--- src/logic/adder_tree_cfg.svh ---
`ifndef ADDER_TREE_CFG_SVH
`define ADDER_TREE_CFG_SVH

//////////////////////////////////////////////////
// adder tree sizing
//////////////////////////////////////////////////

// number of operands summed per clock
`define ADDER_TREE_OPS_N 16

// bits per operand, unsigned
`define ADDER_TREE_OP_W 3

// op width plus log2 of op count, holds 16 * 7 = 112
`define ADDER_TREE_SUM_W 7

// input to output, 4 tree layers then 2 merge stages
`define ADDER_TREE_LATENCY 6

`endif

--- src/logic/adder_tree_pkg.sv ---
`include "adder_tree_cfg.svh"

package adder_tree_pkg;

    //////////////////////////////////////////////////
    // datapath types
    //////////////////////////////////////////////////

    typedef logic [`ADDER_TREE_OP_W-1:0] operand_t;

    // all intermediate words run at full output width
    typedef logic [`ADDER_TREE_SUM_W-1:0] wide_t;

    // one full operand set, lane 0 in the low bits
    typedef operand_t [`ADDER_TREE_OPS_N-1:0] operand_set_t;

    typedef struct packed {
        wide_t sum;
        wide_t carry;
    } csa_pair_t;

    //////////////////////////////////////////////////
    // layer planning
    //////////////////////////////////////////////////

    // 3:2 layers needed to get ops_n words down to two
    function automatic int csa_layer_count(input int ops_n);
        int n;
        int layers;
        n = ops_n;
        layers = 0;
        while (n > 2) begin
            // full groups of three give two, leftovers ride along
            n = (n / 3) * 2 + n % 3;
            layers++;
        end
        return layers;
    endfunction

    // words entering layer number 'layer'
    function automatic int csa_layer_width(input int ops_n, input int layer);
        int n;
        n = ops_n;
        for (int l = 0; l < layer; l++) begin
            n = (n / 3) * 2 + n % 3;
        end
        return n;
    endfunction

    // single 3:2 compressor, carry already weighted by two
    function automatic csa_pair_t csa_compress(input wide_t a, input wide_t b, input wide_t c);
        csa_pair_t res;
        res.sum = a ^ b ^ c;
        res.carry = ((a & b) | (a & c) | (b & c)) << 1;
        return res;
    endfunction

endpackage

--- src/logic/csa_reduction_tree.sv ---
`timescale 1ns/100ps
`include "adder_tree_cfg.svh"

module csa_reduction_tree
    import adder_tree_pkg::*;
#(
    parameter int P_OPS_N = `ADDER_TREE_OPS_N / 2
) (
    input  logic                   clk,
    input  logic                   i_rst_n,
    input  operand_t [P_OPS_N-1:0] i_ops,
    output csa_pair_t              o_pair
);

    // 8 ops: 8 -> 6 -> 4 -> 3 -> 2
    localparam int LAYERS_N = csa_layer_count(P_OPS_N);

    //////////////////////////////////////////////////
    // registered 3:2 layers
    //////////////////////////////////////////////////

    for (genvar l = 0; l < LAYERS_N; l++) begin : g_layer

        localparam int IN_N = csa_layer_width(P_OPS_N, l);
        localparam int GROUPS_N = IN_N / 3;
        localparam int LEFT_N = IN_N % 3;
        localparam int OUT_N = csa_layer_width(P_OPS_N, l + 1);

        wide_t [IN_N-1:0]  layer_in;
        wide_t [OUT_N-1:0] layer_d;
        wide_t [OUT_N-1:0] layer_q;

        // layer input select
        if (l == 0) begin : g_from_ops
            always_comb begin
                for (int i = 0; i < IN_N; i++) begin
                    // zero extend to working width
                    layer_in[i] = wide_t'(i_ops[i]);
                end
            end
        end else begin : g_from_prev
            // previous layer output width equals this layer input width
            assign layer_in = g_layer[l-1].layer_q;
        end

        // group i lands on lanes 2i (sum) and 2i+1 (carry)
        always_comb begin
            csa_pair_t grp;
            for (int g = 0; g < GROUPS_N; g++) begin
                grp = csa_compress(layer_in[3*g], layer_in[3*g+1], layer_in[3*g+2]);
                layer_d[2*g] = grp.sum;
                layer_d[2*g+1] = grp.carry;
            end
            // leftovers stay unchanged, just get a register for alignment
            for (int r = 0; r < LEFT_N; r++) begin
                layer_d[2*GROUPS_N+r] = layer_in[3*GROUPS_N+r];
            end
        end

        always_ff @(posedge clk or negedge i_rst_n) begin
            if (!i_rst_n) begin
                layer_q <= '0;
            end else begin
                layer_q <= layer_d;
            end
        end

    end

    //////////////////////////////////////////////////
    // output pair
    //////////////////////////////////////////////////

    // last layer always reduces three words, so lanes 0/1 are sum/carry
    assign o_pair.sum = g_layer[LAYERS_N-1].layer_q[0];
    assign o_pair.carry = g_layer[LAYERS_N-1].layer_q[1];

    // x on any lane would corrupt every later total
    a_pair_known : assert property (
        @(posedge clk) disable iff (!i_rst_n)
        !$isunknown(o_pair)
    );

endmodule

--- src/logic/tree_merge.sv ---
`timescale 1ns/100ps
`include "adder_tree_cfg.svh"

module tree_merge
    import adder_tree_pkg::*;
(
    input  logic      clk,
    input  logic      i_rst_n,
    input  csa_pair_t i_lo,
    input  csa_pair_t i_hi,
    output wide_t     o_sum
);

    csa_pair_t step_a;
    csa_pair_t step_b;
    csa_pair_t pair_q;

    // one spare bit to see a carry out of the final add
    logic [`ADDER_TREE_SUM_W:0] add_full;

    //////////////////////////////////////////////////
    // 4:2 compression
    //////////////////////////////////////////////////

    // four words to three, then three to two
    always_comb begin
        step_a = csa_compress(i_lo.sum, i_lo.carry, i_hi.sum);
        step_b = csa_compress(step_a.sum, step_a.carry, i_hi.carry);
    end

    always_ff @(posedge clk or negedge i_rst_n) begin
        if (!i_rst_n) begin
            pair_q <= '0;
        end else begin
            pair_q <= step_b;
        end
    end

    //////////////////////////////////////////////////
    // carry-propagate add
    //////////////////////////////////////////////////

    assign add_full = {1'b0, pair_q.sum} + {1'b0, pair_q.carry};

    always_ff @(posedge clk or negedge i_rst_n) begin
        if (!i_rst_n) begin
            o_sum <= '0;
        end else begin
            o_sum <= add_full[`ADDER_TREE_SUM_W-1:0];
        end
    end

    // pair words never add past the true total, which fits in SUM_W bits
    a_no_carry_out : assert property (
        @(posedge clk) disable iff (!i_rst_n)
        !add_full[`ADDER_TREE_SUM_W]
    );

endmodule

--- src/logic/adder_tree_top.sv ---
`timescale 1ns/100ps
`include "adder_tree_cfg.svh"

module adder_tree_top
    import adder_tree_pkg::*;
(
    input  logic         clk,
    input  logic         i_rst_n,
    input  operand_set_t i_data,
    output wide_t        o_sum
);

    localparam int HALF_N = `ADDER_TREE_OPS_N / 2;

    csa_pair_t pair_lo;
    csa_pair_t pair_hi;

    //////////////////////////////////////////////////
    // two half trees
    //////////////////////////////////////////////////

    // lanes 0..7
    csa_reduction_tree #(
        .P_OPS_N (HALF_N)
    ) u_tree_lo (
        .clk     (clk),
        .i_rst_n (i_rst_n),
        .i_ops   (i_data[HALF_N-1:0]),
        .o_pair  (pair_lo)
    );

    // lanes 8..15
    csa_reduction_tree #(
        .P_OPS_N (HALF_N)
    ) u_tree_hi (
        .clk     (clk),
        .i_rst_n (i_rst_n),
        .i_ops   (i_data[`ADDER_TREE_OPS_N-1:HALF_N]),
        .o_pair  (pair_hi)
    );

    // merge and final add
    tree_merge u_merge (
        .clk     (clk),
        .i_rst_n (i_rst_n),
        .i_lo    (pair_lo),
        .i_hi    (pair_hi),
        .o_sum   (o_sum)
    );

endmodule

--- config.mk ---
export PLATFORM = sky130hd
export DESIGN_NAME = adder_tree_top
export DESIGN_NICKNAME = d
export VERILOG_FILES = /design/src/logic/adder_tree_pkg.sv /design/src/logic/csa_reduction_tree.sv /design/src/logic/tree_merge.sv /design/src/logic/adder_tree_top.sv
export VERILOG_INCLUDE_DIRS = /design/src /design/src/logic
export SDC_FILE = /design/constraint.sdc
export NUM_CORES = 1
export LEC_CHECK = 0
export BUFFER_PORTS_ARGS = -buffer_cell sky130_fd_sc_hd__buf_2
export CORE_MARGIN = 1.5
export CORE_UTILIZATION = 56
export DETAILED_ROUTE_END_ITERATION = 8
export PLACE_DENSITY = 0.8
export SLEW_MARGIN = 15
export SYNTH_ARGS = -nofsm -noshare
export SYNTH_HDL_FRONTEND = slang
export SYNTH_SLANG_ARGS = --single-unit
--- constraint.sdc ---
create_clock -name clk -period 1.6 [get_ports clk]
set_input_delay 0.16 -clock clk [delete_from_list [all_inputs] [get_ports clk]]
set_output_delay 0.16 -clock clk [all_outputs]
set_load 0.03 [all_outputs]
==> results.sh <==
export IMPL_synthToLayoutAreaGrowth_pct=37.8
export IMPL_ir_worst_vdd_mv=0.990
export IMPL_intPower_w=0.00650
export IMPL_gp_congestion=0.705
export IMPL_final_antenna_net_count=0
export IMPL_ioPinCount=57
export IMPL_yosys_warnings=0
export IMPL_seqPwrFrac_pct=46.2
export IMPL_power_total_w=0.00904
export IMPL_drtIter0Drc=107
export IMPL_io_buffers=56
export IMPL_synth_nets=297
export IMPL_firstDrtPassIters=4
export IMPL_layout_commonest_cell="dfrtp_1"
export IMPL_hold_class="in2async"
export IMPL_p_clk_share_pct=33.6
export IMPL_ys_ff_latch=119
export IMPL_initial_core_util_pct=58.8
export IMPL_globalRouteOverflowTotal=0
export IMPL_htreeDepth=4
export IMPL_cts_root_buf="clkbuf_8"
export IMPL_period_share_pct=96.9
export IMPL_cts_made_buffers=17
export IMPL_std_cell_rows=30
export IMPL_n_antenna_cell=0
export IMPL_grt_max_degree=47
export IMPL_p_leak_nw=2.63
export IMPL_layout_setup_ws_ns=0.0489
export IMPL_vias_per_cell=4.59
export IMPL_outcome="completed"
export IMPL_post_cts_buffers=0
export IMPL_syn_cell_area_mm2=0.00404
export IMPL_core_mm2=0.00687
export IMPL_clock_skew_final_ns=0.0116
export IMPL_route_detailed_drc=0
export IMPL_critPathMaxFanout=1
export IMPL_required_ns=1.99
export IMPL_finalSetupViolations=0
export IMPL_pre_cts_slack_ns=0.0661
export IMPL_slew_headroom_pct=79.1
export IMPL_synth_top_family_by_area="adder cells"
export IMPL_power_switching_w=0.00254
export IMPL_synth_xor_area_share_pct=0.434
export IMPL_synth_cell_types=10
export IMPL_grt_pass1_vias=2355
export IMPL_start_kind="flop"
export IMPL_switching_share_pct=28.1
export IMPL_report_final_hold_viol_count=0
export IMPL_die_x_um=87.9
export IMPL_fmax_ghz=0.645
export IMPL_p_per_area_mw_per_mm2=1620
export IMPL_grt_antenna_before_repair=0
export IMPL_fin_crit_ns=1.55
export IMPL_worstSkewPairLatency_ns=0.51
export IMPL_path_clk_slew_ns=0.05
export IMPL_yosysSeqAreaShare_pct=73.8
export IMPL_avgSynthCellArea_um2=20.7
export IMPL_share_comb_of_total_power_pct=20.2
export IMPL_synth_compound_area_share_pct=0.527
export IMPL_drt_total_wl_um=7680
export IMPL_synthMuxAreaShare_pct=0
export IMPL_tightest_slew_ns=0.314
export IMPL_nets=436
export IMPL_grt_util_all_layers_pct=24.3
export IMPL_crit_path_end_kind="flop"
export IMPL_drv_cap=0
export IMPL_crit_type="reg2reg"
export IMPL_layout_common_cells="119 x dfrtp_1, 61 x dlygate4sd3_1, 55 x buf_2"
export IMPL_detail_route_wl_per_cell_um=17.5
export IMPL_dpl_hpwl_um=3540
export IMPL_synthAdderAreaFrac_pct=23.4
export IMPL_netlist_instances=195
export IMPL_drive_gt1_share_pct=24.5
export IMPL_die_area_mm2=0.00773
export IMPL_cts_buffer_depth=2
export IMPL_cts_tree="built"
export IMPL_post_route_util_pct=81.0
export IMPL_vias=2014
export IMPL_slew_viol_final=0
export IMPL_grt_pass1_wl_um=12400
export IMPL_cts_sinks=119
export IMPL_rsz0062_at_grt="yes"
export IMPL_worstPathArrival_ns=1.94
export IMPL_synth_simple_gate_area_share_pct=0.310
export IMPL_die_h_um=87.9
worst max-delay path: stages (launching register included):
cell and delay (ns):
dfrtp_1 0.36, inv_1 0.07, fa_1 0.45, fa_1 0.52, inv_1 0.04
power groups by stage:
stage          combinational, W  clock, W  sequential, W
2_1_floorplan          0.000791         0        0.00429
3_3_place_gp            0.00138         0        0.00415
3_5_place_dp            0.00157         0        0.00420
4_1_cts                 0.00182   0.00303        0.00417
5_1_grt                 0.00209   0.00324        0.00425
6_report                0.00183   0.00304        0.00417
cell type report:
type	count	area, µm²
Tap cell	96	120
Fill cell	310	1310
Clock buffer	22	433
Timing Repair Buffer	120	941
Clock inverter	6	32.5
Sequential cell	119	2980
Inverter	17	63.8
Multi-Input combinational cell	59	995
state kept, by name, indices dropped and copies added, names as in the netlist:
name	flops
u_merge.o_sum	7
u_merge.pair_q	10
u_tree_hi.g_layer.layer_q	43
u_tree_hi.o_pair	8
u_tree_lo.g_layer.layer_q	43
u_tree_lo.o_pair	8
Yosys cell counts:
cell / count / area, µm²
ha_1: 13 / 163
nor2b_1: 1 / 6.26
fa_1: 39 / 781
xnor2_1: 2 / 17.5
a21o_1: 1 / 7.51
dfrtp_1: 119 / 2980
a21oi_2: 1 / 8.76
nand2b_1: 1 / 6.26
o21ai_0: 1 / 5.00
inv_1: 17 / 63.8
worst paths after layout:
kind,from,to,slack (ns),cells after the start
worst max-delay path,u_tree_lo.o_pair[9],u_merge.pair_q[9],0.05,4
worst min-delay path,i_rst_n,u_tree_hi.o_pair[9],0.06,2
worst max register to register,u_tree_lo.o_pair[9],u_merge.pair_q[9],0.05,4
worst min register to register,u_merge.pair_q[7],u_merge.o_sum[0],0.35,0
max in group asynchronous,i_rst_n,u_tree_hi.o_pair[11],0.96,3
min in group clk,i_data[22],u_tree_lo.g_layer[0].layer_q[36],0.30,2
layer usage:
layer | up-vias | wire length [µm] | share of wire (%) | track usage [%]
li1 | 872 | - | - | -
met1 | 1052 | 2780 | 36 | 27.2
met2 | 79 | 4460 | 58 | 43.2
met3 | 11 | 311 | 4.1 | 8.58
met4 | 0 | 129 | 1.7 | 8.66
met5 | - | 0 | 0 | 0
stage by stage:
| stage | hold WS, ns | setup TNS (ns) | instance area (µm²) | std cells |
|---|---|---|---|---|
| after floorplan | -0.136 | 0 | 4040 | 195 |
| after global placement | 0.0289 | 0 | 4490 | 350 |
| after detailed placement | 0.0317 | 0 | 4490 | 350 |
| after CTS | 0.0493 | 0 | 5560 | 439 |
| after global routing | 0.0666 | -0.0155 | 5560 | 439 |
| final | 0.0616 | 0 | 5560 | 439 |
cell families after synthesis:
| family | after synthesis |
|---|---|
| xor gates and xnor gates | 2 |
| DFF | 119 |
| and+or+nand+nor | 2 |
| buffers and inverters | 17 |
| AOI/OAI and AO/OA | 3 |
| adders and majority gates | 52 |
what timing repair did:
item,in CTS,in global routing
gates resized for setup,0,1
endpoints found under the hold margin,155,0
endpoints found under the setup margin,0,1
hold buffers,61,0
Note: power is estimated with default switching activity, not from simulation.
